===== src/hw/icache_pkg.sv =====
package icache_pkg;

  // ########################################
  // fetch side geometry.
  // ########################################

  localparam int NUM_PORTS = 2;  // one cache per fetch port.

  localparam int ADDR_W = 32;
  localparam int DATA_W = 32;

  // one word per line, so only index and tag.
  localparam int INDEX_W = 6;
  localparam int NUM_LINES = 2 ** INDEX_W;
  localparam int TAG_W = ADDR_W - INDEX_W - 2;  // 2 byte-offset bits.

  // grant index width, never zero.
  localparam int PORT_W = (NUM_PORTS > 1) ? $clog2(NUM_PORTS) : 1;

  // ########################################
  // axi4-lite constants.
  // ########################################

  localparam logic [2:0] AXI_PROT_INSTR = 3'b101;  // instruction, secure, privileged.
  localparam logic [1:0] RESP_OKAY = 2'b00;

endpackage


===== src/hw/cache_flush_ctrl.sv =====
`timescale 1ns/1ps
`default_nettype none

module cache_flush_ctrl (
  input  logic                             clk,
  input  logic                             reset,
  input  logic                             flush_req,
  input  logic [icache_pkg::NUM_PORTS-1:0] cache_idle,
  output logic                             flush_busy,
  output logic                             flush_valid,
  output logic [icache_pkg::INDEX_W-1:0]   flush_index
);

  logic pending;
  logic walking;
  logic start;
  logic [icache_pkg::INDEX_W-1:0] index_q;

  // busy shows up in the start cycle so no cache accepts a fetch.
  assign start       = pending && !walking && (&cache_idle);
  assign flush_busy  = walking || start;
  assign flush_valid = walking;
  assign flush_index = index_q;

  always_ff @(posedge clk) begin
    if (reset) begin
      pending <= 1'b0;
      walking <= 1'b0;
      index_q <= '0;
    end else begin
      if (start) begin
        pending <= 1'b0;
        walking <= 1'b1;
        index_q <= '0;
      end else if (walking) begin
        index_q <= index_q + 1'b1;
        if (&index_q) begin
          walking <= 1'b0;  // last line done.
        end
      end
      if (flush_req) begin
        pending <= 1'b1;
      end
    end
  end

endmodule

`default_nettype wire


===== config.mk =====
export PLATFORM = sky130hd
export DESIGN_NAME = cache_flush_ctrl
export DESIGN_NICKNAME = d
export VERILOG_FILES = /design/src/hw/icache_pkg.sv /design/src/hw/cache_flush_ctrl.sv
export SDC_FILE = /design/constraint.sdc
export NUM_CORES = 1
export LEC_CHECK = 0
export ABC_CLOCK_PERIOD_IN_PS = 1630
export BUFFER_PORTS_ARGS = -buffer_cell sky130_fd_sc_hd__clkbuf_2
export CAP_MARGIN = 20
export CELL_PAD_IN_SITES_DETAIL_PLACEMENT = 0
export CELL_PAD_IN_SITES_GLOBAL_PLACEMENT = 1
export CORE_AREA = 2 2 39 41
export DETAILED_ROUTE_END_ITERATION = 10
export DIE_AREA = 0 0 41 43
export PLACE_DENSITY_LB_ADDON = 0.1
export SLEW_MARGIN = 20
export SYNTH_ARGS = -nofsm -noshare
export SYNTH_HDL_FRONTEND = slang
export SYNTH_SLANG_ARGS = --single-unit

===== constraint.sdc =====
create_clock -name clk -period 1.63 [get_ports clk]
set_input_delay 0.0815 -clock clk [delete_from_list [all_inputs] [get_ports clk]]
set_output_delay 0.0815 -clock clk [all_outputs]
set_load 0.02 [all_outputs]

Yosys cells after proc, flatten, opt, wreduce, memory -nomap -nowiden
Cells that the tools add are included.

Logic and storage cells: 17. Register bits: 8. Input port bits: 5. Output and inout port bits: 8.

Reductions and logical operators: 8. $add $sub $neg: 1. Muxes and demuxes: 5.

Operators by type and width (number): $add A6 B1 Y6 const B (1); $reduce_and A6 Y1 (1); $mux W1 (5); $logic_and A1 B1 Y1 (2); $reduce_and A2 Y1 (1); $reduce_bool A2 Y1 (1); $reduce_or A2 Y1 (1); $logic_not A1 Y1 (1); $logic_or A1 B1 Y1 (1).

Depth between registers and ports, before layout
Gate-level depths: netlist (run 1).

Depth in word-level cells: 5. Depth in mapped cells: 4. Depth with buffers taken out: 4.

Worst setup path before layout (run 1)
No wires, ideal clock.

Path type: register -> register. Start point: reg walking, in the netlist flush_valid. End point: reg index_q, in the netlist flush_index[5]. Data required time: 1.560 ns. Library setup time: 0.070 ns. Setup slack: 0.390 ns. Buffers on the path: 1. Data arrival time: 1.170 ns. Stages on the path, launching flop included: 5. Path through: dfxtp_1 buf_4 nand4_4 or3_1 a21oi_1.

Word-level cells in the longest chain between the ends: 4.

RTL lines: start: declaration (line cache_flush_ctrl.sv:15) `logic walking;`; start signal: assignment (line cache_flush_ctrl.sv:28) `walking <= 1'b0;`; start signal: assignment (line cache_flush_ctrl.sv:33) `walking <= 1'b1;`; start signal: assignment (line cache_flush_ctrl.sv:38) `walking <= 1'b0;`; $logic_not A1 Y1 (line cache_flush_ctrl.sv:20) `assign start = pending && !walking && (&cache_idle);`; $logic_and A1 B1 Y1 (2 in series) (line cache_flush_ctrl.sv:20); $reduce_or A2 Y1 (no source line); end signal: assignment (line cache_flush_ctrl.sv:36) `index_q <= index_q + 1'b1;`; end: declaration (line cache_flush_ctrl.sv:17) `logic [icache_pkg::INDEX_W-1:0] index_q;`.

Several ways; a longest one is shown, not always the timed one. A chain may end at the register's enable or synchronous reset.

Final worst setup path (run 1)
Same ends and word-level chain as after synthesis.

==> out/metrics.yaml, run 1 <==
outcome:
  status: "complete, no violations"
timing:
  finClkSkew_ns: 0.000179
  slew_violations: 0
  final.period_utilization_pct: 75.2
  setup_viol_count_final: 0
  rsz0062_at_grt: "false"
  relSlewSlack_pct: 69.2
  finalSetupTns_ns: 0
  layout_min_cycle_time_ns: 1.23
  fmax_mhz: 816
  fin_ws_ns: 0.405
  finalHoldViolations: 0
  timing.hold.ws_ns: 0.0120
  worst_pin_slew_ns: 0.459
clock_tree:
  clock-sinks: 8
  postCtsSetupRepairBufs: 0
  tritoncts: "yes"
  worstSkewPairLatency_ns: 0.24
  cts_buffers: 3
  ctsHtreeMaxLevel: 1
  holdBufCountCts: 0
  clk_pin_slew_ns: 0.05
  cts_resized: 0
  cts_buffer_depth: 2
  cts_root_buf: "clkbuf_4"
floorplan:
  fp.dieH_um: 43
  start_util_pct: 25.0
  die_x_um: 41
  row_count: 14
  pin_count: 13
  dieArea_um2: 1760
  core_area_um2: 1380
cells_and_area:
  fill_cells: 148
  register_area_um2: 160
  fin_cells: 66
  nets: 58
  antenna_cells: 0
  area_growth_pct: 27.5
  multiInputGateArea_um2: 174
  final_layout_size_suffix_gt1_share_pct: 32.0
critical_path:
  cpLargestDelayFamily: "flip-flops"
  max_stage_delay_ns: 0.53
  rr_startpoint: "flush_valid"
  ff2ff_path_depth: 3
  cp-end-kind: "flip-flop"
  crit_path_start_kind: "flip-flop"
  critical_path.slowest_cell: "dfxtp_1"
  critPathKind: "flip-flop to flip-flop"
  arrival_ns: 1.40
  critPathMaxFanout: 9
  crit_path_cell_trace: "nand4_4 -> or3_1 -> a21oi_1"
  worst-path-buf-inv: 0
  r2r_setup_slack_ns: 0.40
  reg2reg_to: "flush_index[5]"
  cp.required_ns: 1.81
routing:
  vias: 296
  drtPass1Iterations: 2
  drt_iter0_drc: 2
  drc_errors: 0
  wl_per_cell_um: 10.4
  routed_wl_um: 686
  via_per_inst: 4.48
  postRouteAntennaNets: 0
min_path:
  holdPathEnd: "pending"
  min_path_type: "primary input to flip-flop"
  holdCritStartpoint: "reset"
  holdPathStages: 2
placed_design:
  dpl.cell_count: 63
  dp.final_hpwl_um: 545
  gp_congestion: 0.664
  numPortBuffers: 12
  dp_slack_ns: 0.404
yosys:
  syn-num-nets: 42
  ys_seq_elements: 8
  netlist_area_um2: 345
  yosysWarningCount: 0
  syn_area_per_cell_um2: 9.59
  synth_cells: 36
  yosysUniqueCellTypes: 19
  synth_seq_area_share_pct: 46.4
grt:
  grt_pass1_wl_um: 1060
  grt_pass1_vias: 257
  track_usage_pct: 9.55
  grt_start_max_net_pins: 10
  grt.overflow.total: 0
  antenna_found_initial: 0
job:
  maxCapViolCount: 0
power:
  leakagePower_nw: 0.212
  ir_drop_mv: 0.217
  powerDensity_nw_per_um2: 859
sequential cells by signal (all words and copies together), names as in the netlist:
name and flops:
flush_index 6, flush_valid 1, pending 1
kinds of logic (layout without fill, tap and decap cells):
group,after synthesis,in the layout,share of synthesized area [%]
buffers and inverters,2,16,3.26
flip-flops,8,8,46.4
multiplexers,1,1,2.90
adder cells (fa/ha/maj),1,1,3.62
XOR/XNOR,4,4,10.1
AND/OR/NAND/NOR,15,15,25.0
AO/OA/AOI/OAI,5,5,8.69
worst max path at each step:
stage	end	from	slack (ns)	cells past startpoint
6_report	flush_index[5]	flush_valid	0.40	3
5_1_grt	flush_index[5]	flush_valid	0.28	3
4_1_cts	flush_index[5]	flush_valid	0.39	3
3_5_place_dp	flush_index[5]	flush_valid	0.40	3
3_3_place_gp	flush_index[5]	flush_valid	0.43	3
2_1_floorplan	flush_index[5]	flush_valid	0.39	4
Yosys cell counts:
cell type	number	area share, %
nand3b_1	1	2.2
o21ai_1	1	1.4
nand2_1	3	3.3
nor2_1	6	6.5
xor2_1	3	7.6
xnor2_1	1	2.5
o21ai_0	1	1.4
nand4_1	1	1.8
nand2b_1	1	1.8
dfxtp_1	8	46
buf_4	1	2.2
inv_1	1	1.1
a21oi_1	2	2.9
ha_1	1	3.6
o211a_1	1	2.9
mux2i_1	1	2.9
or3_1	1	1.8
nand3_1	1	1.4
nand4_4	1	6.2
per-stage QoR:
step / cell area [µm²] / utilization (%) / total power [mW]
global route: 440 / 31.8 / 0.400
global placement: 418 / 30.2 / 0.239
finish: 440 / 31.8 / 0.379
CTS: 440 / 31.8 / 0.390
detailed placement: 418 / 30.2 / 0.240
floorplan: 345 / - / 0.228
power breakdown:
part,internal [mW],switching (mW),total [mW],leakage [nW]
sequential,0.200,0.00651,0.207,0.0649
clock,0.0837,0.0592,0.143,0.0138
combinational,0.0125,0.0164,0.0289,0.133
total,0.296,0.0820,0.379,0.212
layer usage:
| layer | vias up | wire length, µm | global-route usage, % |
|---|---|---|---|
| met4 | 0 | 4 | 8.00 |
| met5 | - | 0 | 0 |
| met3 | 2 | 46 | 3.14 |
| met1 | 135 | 294 | 11.9 |
| met2 | 7 | 341 | 12.5 |
| li1 | 152 | - | - |
cell type report:
| type | instances | area share, % |
|---|---|---|
| inverter | 1 | 0.852 |
| clock buffer | 3 | 5.11 |
| tap | 16 | 4.55 |
| sequential | 8 | 36.4 |
| timing repair buffer | 12 | 13.6 |
| multi-input combinational | 26 | 39.5 |
layout by cell type, fill, tap and decap left out, types with 2 or more instances in the layout:
master | netlist | final
nand2_1 | 3 | 3
clkbuf_4 | 0 | 3
nor2_1 | 6 | 6
dfxtp_1 | 8 | 8
clkbuf_2 | 0 | 12
a21oi_1 | 2 | 2
xor2_1 | 3 | 3
No activity file was read; power rests on OpenSTA's default activity.
==> run 2: changes to the inputs <==
--- a/config.mk
+++ b/config.mk
@@ -5,7 +5,7 @@
 export SDC_FILE = /design/constraint.sdc
 export NUM_CORES = 1
 export LEC_CHECK = 0
-export ABC_CLOCK_PERIOD_IN_PS = 1630
+export ABC_CLOCK_PERIOD_IN_PS = 1200
 export BUFFER_PORTS_ARGS = -buffer_cell sky130_fd_sc_hd__clkbuf_2
 export CAP_MARGIN = 20
 export CELL_PAD_IN_SITES_DETAIL_PLACEMENT = 0
==> constraint.sdc (replaced) <==
create_clock -name clk -period 1.2 [get_ports clk]
set_input_delay 0.06 -clock clk [delete_from_list [all_inputs] [get_ports clk]]
set_output_delay 0.06 -clock clk [all_outputs]
set_load 0.02 [all_outputs]
==> out/metrics.yaml, run 2 (same netlist as run 1, synthesis figures left out) <==
grt:
  antenna_found_initial: 0
  grt_pass1_vias: 302
  grt.overflow.total: 0
  grt_start_max_net_pins: 7
  grt_pass1_wl_um: 1200
  track_usage_pct: 10.3
critical_path:
  cp.required_ns: 1.34
  cp-end-kind: "flip-flop"
  critPathKind: "flip-flop to flip-flop"
  critPathMaxFanout: 4
  arrival_ns: 1.27
  crit_path_start_kind: "flip-flop"
timing:
  setup_viol_count_final: 0
  worst_pin_slew_ns: 0.202
  fmax_mhz: 887
  finalSetupTns_ns: 0
  slew_violations: 0
  layout_min_cycle_time_ns: 1.13
  finalHoldViolations: 0
  relSlewSlack_pct: 86.5
  finClkSkew_ns: 0.00503
  fin_ws_ns: 0.0724
  final.period_utilization_pct: 94.0
  rsz0062_at_grt: "false"
cells_and_area:
  final_util_pct: 34.4
  antenna_cells: 0
  nets: 62
  register_area_um2: 163
  multiInputGateArea_um2: 174
  fill_cells: 153
  final_common_cell: "clkbuf_2"
  largest_reg_flops: 6
  final_cell_mix: "clkbuf_2, nor2_1, dfxtp_1"
  final_layout_size_suffix_gt1_share_pct: 38.9
  area_growth_pct: 37.7
  fin_cells: 70
power:
  internal_power_mw: 0.410
  seq_power_share_pct: 52.9
  leakagePower_nw: 0.232
  switchingPower_mw: 0.119
  ir_drop_mv: 0.494
  pwr-share-clk_pct: 37.8
  switching_share_pct: 22.5
  power_frac_comb_pct: 9.3
  powerDensity_nw_per_um2: 1110
clock_tree:
  clk_pin_slew_ns: 0.06
  ctsHtreeMaxLevel: 1
  postCtsSetupRepairBufs: 0
  tritoncts: "yes"
  cts_resized: 0
  cts_buffer_depth: 2
  worstSkewPairLatency_ns: 0.25
  cts_root_buf: "clkbuf_4"
  clock-sinks: 8
  cts_buffers: 3
floorplan:
  pin_count: 13
  core_area_um2: 1380
  dieArea_um2: 1760
  start_util_pct: 25.0
  die_x_um: 41
  row_count: 14
  fp.dieH_um: 43
routing:
  wl_per_cell_um: 10.8
  dr_wl_met3_um: 55
  wl_met1_um: 331
  drtPass1Iterations: 3
  routed-wl-met2_um: 367
  drc_errors: 0
  vias: 305
  routed_wl_um: 754
  drt_iter0_drc: 3
  via_per_inst: 4.36
  postRouteAntennaNets: 0
  top_layer: "met3"
outcome:
  status: "complete, no violations"
placed_design:
  dp.final_hpwl_um: 601
  gp_congestion: 0.613
  numPortBuffers: 12
  dp_slack_ns: 0.0886
  dpl.cell_count: 66
job:
  maxCapViolCount: 0
min_path:
  min_path_type: "primary input to flip-flop"
[run 2: cell count changes in the layout (fill, tap and decap cells not counted)]
cell,delta
buf_4,+3
dfxtp_1,-2
dfxtp_2,+2
dlygate4sd3_1,+1
[run 2: worst paths after layout]
path | start | endpoint | slack (ns) | cells past startpoint
max reg2reg | flush_index[1] | flush_valid | 0.07 | 3
min reg2reg | flush_index[5] | flush_index[5] | 0.50 | 2
max | flush_index[1] | flush_valid | 0.07 | 3
min | flush_req | pending | 0.04 | 3
[run 2: critical path, stage by stage (launching register included)]
cell     delay [ns]
dfxtp_1        0.42
ha_1           0.20
nand4_1        0.15
o211a_1        0.25
[run 2: area by class of cell]
cell class / count / share of cell area [%]
well taps: 16 / 4.21
multi-input cells: 26 / 36.6
repair buffers: 16 / 19.5
inverters: 1 / 0.789
flip-flops and latches: 8 / 34.2
clock buffers: 3 / 4.74
[run 2: metal layers]
| layer | GRT usage, % | vias up |
|---|---|---|
| met5 | 0 | - |
| met4 | 6.00 | 0 |
| met3 | 3.14 | 0 |
| met2 | 15.3 | 8 |
| met1 | 12.3 | 136 |
| li1 | - | 161 |
[run 2: metrics by stage]
step / cell area (µm²) / hold slack [ns] / power (mW)
2_1_floorplan: 348 / 0.132 / 0.311
3_3_place_gp: 443 / 0.235 / 0.331
3_5_place_dp: 443 / 0.241 / 0.333
4_1_cts: 475 / 0.0400 / 0.539
5_1_grt: 475 / 0.0546 / 0.562
6_report: 475 / 0.0434 / 0.529
[run 2: power by group through the flow]
| stage | logic (mW) | registers (mW) | clock network, mW |
|---|---|---|---|
| after detailed placement | 0.0469 | 0.286 | 0 |
| final | 0.0491 | 0.280 | 0.200 |
| after floorplan | 0.0240 | 0.287 | 0 |
| after CTS | 0.0497 | 0.280 | 0.209 |
| after global routing | 0.0542 | 0.280 | 0.228 |
| after global placement | 0.0458 | 0.285 | 0 |
[run 2: timing repair]
item / CTS / global route
endpoints found under the setup margin: 0 / 0
hold endpoints to repair: 1 / 0
hold buffers: 1 / 0
