`config.mk`:
```
export PLATFORM = sky130hd
export DESIGN_NAME = i_cache
export DESIGN_NICKNAME = d
export VERILOG_FILES = /design/src/hw/icache_pkg.sv /design/src/hw/direct_map.sv /design/src/hw/i_cache.sv
export SDC_FILE = /design/constraint.sdc
export NUM_CORES = 2
export LEC_CHECK = 0
export ABC_CLOCK_PERIOD_IN_PS = 4300
export BUFFER_PORTS_ARGS = -buffer_cell sky130_fd_sc_hd__buf_2
export CORE_MARGIN = 1.5
export CORE_UTILIZATION = 40
export DETAILED_ROUTE_END_ITERATION = 6
export GPL_TIMING_DRIVEN = 0
export HOLD_SLACK_MARGIN = 0.05
export REMOVE_ABC_BUFFERS = 1
export SLEW_MARGIN = 20
export SYNTH_ARGS = -nofsm -noshare
export SYNTH_HDL_FRONTEND = slang
export SYNTH_SLANG_ARGS = --single-unit
```
`constraint.sdc`:
```
create_clock -name clk -period 4.3 [get_ports clk]
set_clock_uncertainty 0.2 [all_clocks]
set_input_delay 0.215 -clock clk [delete_from_list [all_inputs] [get_ports clk]]
set_output_delay 0.215 -clock clk [all_outputs]
set_load 0.1 [all_outputs]
```
`src/hw/icache_pkg.sv`:
```
package icache_pkg;

  // ########################################
  // fetch side geometry.
  // ########################################

  localparam int NUM_PORTS = 2;  // one cache per fetch port.

  localparam int ADDR_W = 32;
  localparam int DATA_W = 32;

  // one word per line, so only index and tag.
  localparam int INDEX_W = 6;
  localparam int NUM_LINES = 2 ** INDEX_W;
  localparam int TAG_W = ADDR_W - INDEX_W - 2;  // 2 byte-offset bits.

  // grant index width, never zero.
  localparam int PORT_W = (NUM_PORTS > 1) ? $clog2(NUM_PORTS) : 1;

  // ########################################
  // axi4-lite constants.
  // ########################################

  localparam logic [2:0] AXI_PROT_INSTR = 3'b101;  // instruction, secure, privileged.
  localparam logic [1:0] RESP_OKAY = 2'b00;

endpackage

```
`src/hw/direct_map.sv`:
```
`timescale 1ns/1ps
`default_nettype none

module direct_map (
  input  logic                             clk,
  input  logic                             reset,
  input  logic [icache_pkg::INDEX_W-1:0]   req_index,
  output logic [icache_pkg::TAG_W-1:0]     hit_tag,
  output logic                             hit_valid,
  output logic [icache_pkg::DATA_W-1:0]    data,

  input  logic [icache_pkg::INDEX_W-1:0]   write_index,
  input  logic [icache_pkg::TAG_W-1:0]     write_tag,
  input  logic [icache_pkg::DATA_W-1:0]    write_data,
  input  logic                             write_valid,

  input  logic                             flush_valid,
  input  logic [icache_pkg::INDEX_W-1:0]   flush_index
);

  logic [icache_pkg::TAG_W-1:0]  tag_mem  [icache_pkg::NUM_LINES];
  logic [icache_pkg::DATA_W-1:0] data_mem [icache_pkg::NUM_LINES];
  logic [icache_pkg::NUM_LINES-1:0] valid_bits;

  // ########################################
  // storage.
  // ########################################

  always_ff @(posedge clk) begin
    if (write_valid) begin
      tag_mem[write_index]  <= write_tag;
      data_mem[write_index] <= write_data;
    end
  end

  always_ff @(posedge clk) begin
    if (reset) begin
      valid_bits <= '0;
    end else begin
      if (write_valid) begin
        valid_bits[write_index] <= 1'b1;
      end
      if (flush_valid) begin
        valid_bits[flush_index] <= 1'b0;  // flush wins over fill.
      end
    end
  end

  // ########################################
  // registered lookup.
  // ########################################

  always_ff @(posedge clk) begin
    hit_tag <= tag_mem[req_index];
    data    <= data_mem[req_index];
  end

  always_ff @(posedge clk) begin
    if (reset) begin
      hit_valid <= 1'b0;
    end else begin
      hit_valid <= valid_bits[req_index];
    end
  end

  // the flush walk only starts once every cache is idle.
  fill_flush_exclusive: assert property (@(posedge clk) disable iff (reset)
    !(write_valid && flush_valid));

endmodule

`default_nettype wire

```
`src/hw/i_cache.sv`:
```
`timescale 1ns/1ps
`default_nettype none

module i_cache (
  input  logic                             clk,
  input  logic                             reset,
  // fetch side.
  input  logic                             fetch_valid,
  input  logic [icache_pkg::ADDR_W-1:0]    fetch_addr,
  output logic [icache_pkg::DATA_W-1:0]    fetch_data,
  output logic                             fetch_ready,
  output logic                             fetch_error,
  output logic                             cache_idle,
  // flush broadcast.
  input  logic                             flush_busy,
  input  logic                             flush_valid,
  input  logic [icache_pkg::INDEX_W-1:0]   flush_index,
  // memory side, axi4-lite read.
  output logic                             arvalid,
  input  logic                             arready,
  output logic [icache_pkg::ADDR_W-1:0]    araddr,
  input  logic                             rvalid,
  output logic                             rready,
  input  logic [icache_pkg::DATA_W-1:0]    rdata,
  input  logic [1:0]                       rresp
);

  typedef enum logic [2:0] {IDLE, LOOKUP, ADDR_SEND, WAIT_DATA, RESPOND} state_t;

  state_t state;
  logic   tag_wait;  // tag store not back yet.
  logic [icache_pkg::ADDR_W-1:0]  addr_q;
  logic [icache_pkg::INDEX_W-1:0] addr_index;
  logic [icache_pkg::TAG_W-1:0]   addr_tag;
  logic [icache_pkg::TAG_W-1:0]   hit_tag;
  logic [icache_pkg::DATA_W-1:0]  cache_data;
  logic hit_valid;
  logic accept, lookup_hit, lookup_miss, r_done, fill;

  assign addr_index = addr_q[icache_pkg::INDEX_W+1:2];
  assign addr_tag   = addr_q[icache_pkg::ADDR_W-1:icache_pkg::INDEX_W+2];

  assign accept      = (state == IDLE) && fetch_valid && !flush_busy;
  assign lookup_hit  = (state == LOOKUP) && !tag_wait && hit_valid && (hit_tag == addr_tag);
  assign lookup_miss = (state == LOOKUP) && !tag_wait && !(hit_valid && (hit_tag == addr_tag));
  assign r_done      = (state == WAIT_DATA) && rvalid && rready;
  assign fill        = r_done && (rresp == icache_pkg::RESP_OKAY);  // no fill on error.

  assign cache_idle = (state == IDLE);
  assign araddr     = addr_q;  // held from accept until respond.

  direct_map u_direct_map (
    .clk,
    .reset,
    .req_index   (addr_index),
    .hit_tag,
    .hit_valid,
    .data        (cache_data),
    .write_index (addr_index),
    .write_tag   (addr_tag),
    .write_data  (rdata),
    .write_valid (fill),
    .flush_valid,
    .flush_index
  );

  // ########################################
  // control fsm.
  // ########################################

  always_ff @(posedge clk) begin
    if (reset) begin
      state       <= IDLE;
      tag_wait    <= 1'b0;
      fetch_ready <= 1'b0;
      arvalid     <= 1'b0;
      rready      <= 1'b0;
    end else begin
      case (state)
        IDLE: begin
          if (accept) begin
            state    <= LOOKUP;
            tag_wait <= 1'b1;
          end
        end
        LOOKUP: begin
          tag_wait <= 1'b0;
          if (lookup_hit) begin
            state       <= RESPOND;
            fetch_ready <= 1'b1;
          end else if (lookup_miss) begin
            state   <= ADDR_SEND;
            arvalid <= 1'b1;
          end
        end
        ADDR_SEND: begin
          if (arready) begin
            state   <= WAIT_DATA;
            arvalid <= 1'b0;
            rready  <= 1'b1;
          end
        end
        WAIT_DATA: begin
          if (r_done) begin
            state       <= RESPOND;
            rready      <= 1'b0;
            fetch_ready <= 1'b1;
          end
        end
        RESPOND: begin
          state       <= IDLE;
          fetch_ready <= 1'b0;  // single cycle pulse.
        end
        default: begin
          state <= IDLE;
        end
      endcase
    end
  end

  // payload path.
  always_ff @(posedge clk) begin
    if (accept) begin
      addr_q <= fetch_addr;
    end
    if (lookup_hit) begin
      fetch_data  <= cache_data;
      fetch_error <= 1'b0;
    end else if (r_done) begin
      fetch_data  <= rdata;
      fetch_error <= (rresp != icache_pkg::RESP_OKAY);
    end
  end

  ar_stable: assert property (@(posedge clk) disable iff (reset)
    arvalid && !arready |=> arvalid && $stable(araddr));

  ready_one_cycle: assert property (@(posedge clk) disable iff (reset)
    fetch_ready |=> !fetch_ready);

endmodule

`default_nettype wire

```
# Yosys cells after proc, flatten, opt, wreduce, memory -nomap -nowiden
# Memories as Yosys holds them, arrays and structs flattened. A register that Yosys moved wholly into a read port is not among the register bits.
# Cells that the tools add are included.
# totals
ff_bits	137
mem_bits_rw	3584
inputBits	79
output_inout_bits	69
elab_cells	90
mem_count	2
# op_classes
order_cmp	4
eq_ne	12
muxes	31
bitwise	3
n_reduce_logical	28
# mem_list
memory	words	width	rd	rd_clocked_by_memory_dff	write_ports	line_no	text
u_direct_map.data_mem	64	32	1	1	1	direct_map.sv:22	logic [icache_pkg::DATA_W-1:0] data_mem [icache_pkg::NUM_LINES];
u_direct_map.tag_mem	64	24	1	1	1	direct_map.sv:21	logic [icache_pkg::TAG_W-1:0] tag_mem [icache_pkg::NUM_LINES];
# ops
op	count
$mux W64	3
$and A64 B64 Y64	1
$mux W32	2
$not A64 Y64	1
$or A64 B64 Y64	1
$eq A24 B24 Y1	1
$mux W3	5
$lt A6 B7 Y1 const B	2
$mux W1	13
$demux W1 S6	2
$ge A6 B1 Y1 const B	2
$logic_and A1 B1 Y1	12
$pmux W3 S4	1
$ne A2 B2 Y1 const B	5
$reduce_bool A2 Y1	5
$reduce_and A4 Y1	2
$bmux W1 S6	1
$eq A3 B2 Y1 const B	2
$pmux W1 S2	3
$reduce_and A3 Y1	2
$eq A3 B1 Y1 const B	1
$eq A3 B3 Y1 const B	1
$logic_not A1 Y1	3
$logic_not A3 Y1	1
other kinds (6)	6

# Depth between registers and ports, before layout
# logic_depth
word_depth	9
depth_mapped	12
ltp_nobuf	6

# Hierarchy
# A second synthesis with hierarchy kept.
# unflattened
hier_cells	5978
area_unflattened_um2	142756.9
# by_module_without_submodules
module	n_inst	cells_per_inst	area_per_inst_um2	seq_area_each_um2
direct_map	1	5798	139645.2	110045.5
i_cache	1	180	3111.7	2082.0

# Least setup slack after synthesis
# Ideal clock, no wire load.
# synth_path
path_type	reg-to-reg
startpoint	register addr_q, in the netlist araddr[4]
endpoint	memory u_direct_map.data_mem[36][0] in the netlist's numbering, enable pin
setup_time_ps	472
t_arrival_ps	4645
required_time_ps	3628
setup_slack_ps	-1017
stages_incl_launch_ff	9
path_buffers	6
period_less_slack_ps	5317
cell_sequence	edfxtp_1 > buf_6 > buf_4 > buf_4 > buf_4 > buf_4 > buf_2 > nand2_1 > nor2_1
# synth_lines
element	line_no	text
from (decl)	i_cache.sv:32	logic [icache_pkg::ADDR_W-1:0] addr_q;
from (signal assigned)	i_cache.sv:124	addr_q <= fetch_addr;
to (decl)	direct_map.sv:22	
# Straight into the memory's write port.

==> results_dict.tcl <==
set metrics [dict create \
    cellPowerDensity_nw_per_um2 443 \
    stdcell_count 13800 \
    cp_slowest_stage_delay_ns 0.44 \
    crit_required_ns 4.84 \
    min_path_cells 2 \
    synthCells 7616 \
    critPathBufInv 10 \
    ys_types 68 \
    worstSetupEndpointType "register" \
    timing.final.crit_share 1.02 \
    layout_commonest_cell "edfxtp_1" \
    relSlewSlack 0.245 \
    vias 89400 \
    reg2regPathDepth 14 \
    antenna_found_initial 26 \
    fmax_mhz 227 \
    wl_mm 532 \
    fp.coreArea_um2 357000 \
    final_cell_mix "3648 x edfxtp_1, 391 x clkbuf_16, 372 x mux2i_1" \
    max-vdd-ir-drop_v 0.000373 \
    cp.depth 14 \
    cap_violations 0 \
    hold_viol_final 0 \
    synthArstFlopShare 0 \
    io_buffers 147 \
    synth_edf_count 3648 \
    path_class "reg2reg" \
    syn_to_final_growth_pct 24.6 \
    dp_slack_ns -1.82 \
    io_pins 148 \
    yosysWarnings 0 \
    cts_tree "built" \
    drcViolationCount 1 \
    utilization 0.502 \
    violations "DRC, setup timing" \
    hp-class "in2reg" \
    muxShareOfSynthArea 0.0947 \
    grt_pass1_vias 85200 \
    dieWidth_um 602 \
    ys_ff_latch 3777 \
    tightestPinTransition_ns 1.13 \
    fin_nets 8746 \
    netlist_area_um2 144000 \
    ant_nets 0 \
    synth_seq_area_share 0.780 \
    critPathTopFamily "buffers and inverters" \
    synth_top_flop_cell "edfxtp_1" \
    dpl.cell_count 12800 \
    track_usage 0.285 \
    die_h_um 602 \
    viasPerCell 6.50 \
    synth_top_family_by_area "multiplexers" \
    worstSetupStartpointType "register" \
    start_util 0.403 \
    path_clk_slew_ns 0.06 \
    leakagePower_nw 58.3 \
    fill_cells 28000 \
    dp_hpwl_mm 344 \
    drtIter0Drc 16600 \
    path_common_cell "buf_16" \
    layout-drive-gt1-share 0.263 \
    setup_viol 28 \
    htreeDepth 5 \
    synth_xor_area_frac 0.00146 \
    wl_per_cell_um 38.7 \
    worstSkewPairLatency_ns 1.02 \
    num_rows 219 \
    dieArea_um2 363000 \
    whs_ns 0.0324 \
    grt_pass1_wl_mm 715 \
    regArea_um2 112000 \
    numCtsBuffers 385 \
    gr-total-overflow 0 \
    crit_chain "buf_12, buf_16, buf_8, buf_8, buf_16, buf_16, buf_16, inv_12, buf_16, clkbuf_16, nor2_1, a22o_1, nor3_1, nand4_1" \
    avgSynthCellArea_um2 18.9 \
    multi_input_area_um2 29900 \
    synthAdderAreaFrac 0 \
    synth_compound_area_frac 0.0823 \
    slowest_stage "edfxtp_1" \
    yosys.area_share.simple 0.0219 \
    worst_slack_ns -0.0975 \
    total_power_mw 79.3 \
    fin_crit_ns 4.40 \
    path_max_fanout 51 \
    cp_data_arrival_time_ns 4.94 \
    drv_slew 0 \
    grt_max_degree 73 \
    first_pass_iters 7 \
    status "complete, but fails checks" \
    root_buffer "clkbuf_16" \
    cts_buffer_depth 4 \
    gp_congestion 0.750 \
    cts_num_sinks 3777 \
]
==> sequential cells by signal (all words and copies together) (netlist names) <==
| register | count |
|---|---|
| u_direct_map.data | 32 |
| fetch_data | 32 |
| u_direct_map.valid_bits | 64 |
| fetch_ready | 1 |
| u_direct_map.data_mem | 2048 |
| state | 3 |
| u_direct_map.hit_tag | 24 |
| fetch_error | 1 |
| u_direct_map.tag_mem | 1536 |
| u_direct_map.hit_valid | 1 |
| tag_wait | 1 |
| arvalid | 1 |
| araddr | 32 |
| rready | 1 |
==> per-stage QoR <==
step / instance area [um2] / setup TNS, ns
6_report: 179000 / -1.20
5_1_grt: 179000 / -0.321
4_1_cts: 179000 / -4.86
3_5_place_dp: 164000 / -3115.74
3_3_place_gp: 148000 / -
2_1_floorplan: 141000 / -
==> where the power goes <==
part           switching [mW]  leakage (nW)  internal [mW]  total [mW]
registers               0.110          33.8           40.5        40.6
clock network            14.6          6.04           18.7        33.3
logic                    3.41          18.4           1.97        5.38
==> worst register-to-register path, cell delays in order, from the launching register on <==
cell and delay, ns:
edfxtp_1 0.44, buf_12 0.20, buf_16 0.17, buf_8 0.20, buf_8 0.17, buf_16 0.17, buf_16 0.17, buf_16 0.18
inv_12 0.17, buf_16 0.28, clkbuf_16 0.70, nor2_1 0.18, a22o_1 0.31, nor3_1 0.30, nand4_1 0.30
==> synth_stat cells, types with 82 or more instances <==
| library cell | instances | area (um2) |
|---|---|---|
| o22ai_1 | 173 | 1080 |
| a211oi_1 | 82 | 616 |
| mux4_2 | 296 | 6670 |
| clkbuf_1 | 126 | 473 |
| edfxtp_1 | 3648 | 110000 |
| a21oi_1 | 216 | 1080 |
| buf_4 | 106 | 796 |
| a221oi_1 | 365 | 3200 |
| nand2_1 | 173 | 649 |
| nor2_1 | 351 | 1320 |
| a221o_1 | 82 | 821 |
| dfxtp_1 | 129 | 2580 |
| buf_2 | 209 | 1050 |
| mux2_2 | 280 | 3150 |
| o21ai_0 | 227 | 1140 |
| a22oi_1 | 246 | 1850 |
| mux2i_1 | 372 | 3720 |
==> what timing repair did <==
item                                     CTS  global route
setup buffers                            108            42
endpoints found under the hold margin   2378             0
resized for setup                         71            22
endpoints found under the setup margin  3751           601
cloned                                     2             4
pin swaps                                 59            19
hold buffers                             126             0
==> layout make-up <==
| type | instances | share of cell area |
|---|---|---|
| well taps | 4751 | 0.0332 |
| flip-flops and latches | 3777 | 0.626 |
| inverters | 8 | 0.000349 |
| multi-input cells | 3319 | 0.167 |
| clock buffers | 499 | 0.0579 |
| repair buffers | 1176 | 0.105 |
| diodes | 15 | 0.000209 |
| clock inverters | 214 | 0.0109 |
==> path summary, 6_finish.rpt <==
path,start,endpoint,slack (ns)
setup / recovery,araddr[3],u_direct_map.data[23],-0.1
hold / removal,rdata[19],u_direct_map.data_mem[42][19],0.03
setup reg to reg,araddr[3],u_direct_map.data[23],-0.1
hold reg to reg,u_direct_map.valid_bits[24],u_direct_map.valid_bits[24],0.28
==> metal layers <==
metal / part of all wire / GRT usage / wire length [um]
met1: 0.36 / 0.384 / 193000
met2: 0.43 / 0.422 / 231000
met3: 0.14 / 0.0760 / 73200
met4: 0.064 / 0.155 / 34300
met5: 0.00019 / 0 / 100
==> logic make-up (layout without fill, tap and decap cells) <==
logic type	after synthesis	in the layout
buf+inv	521	1897
flops	3777	3777
other cells	0	15
compound gates	1632	1632
mux	953	953
simple gates	709	710
xor+xnor	24	24
Power figures use the tool's default switching activity.
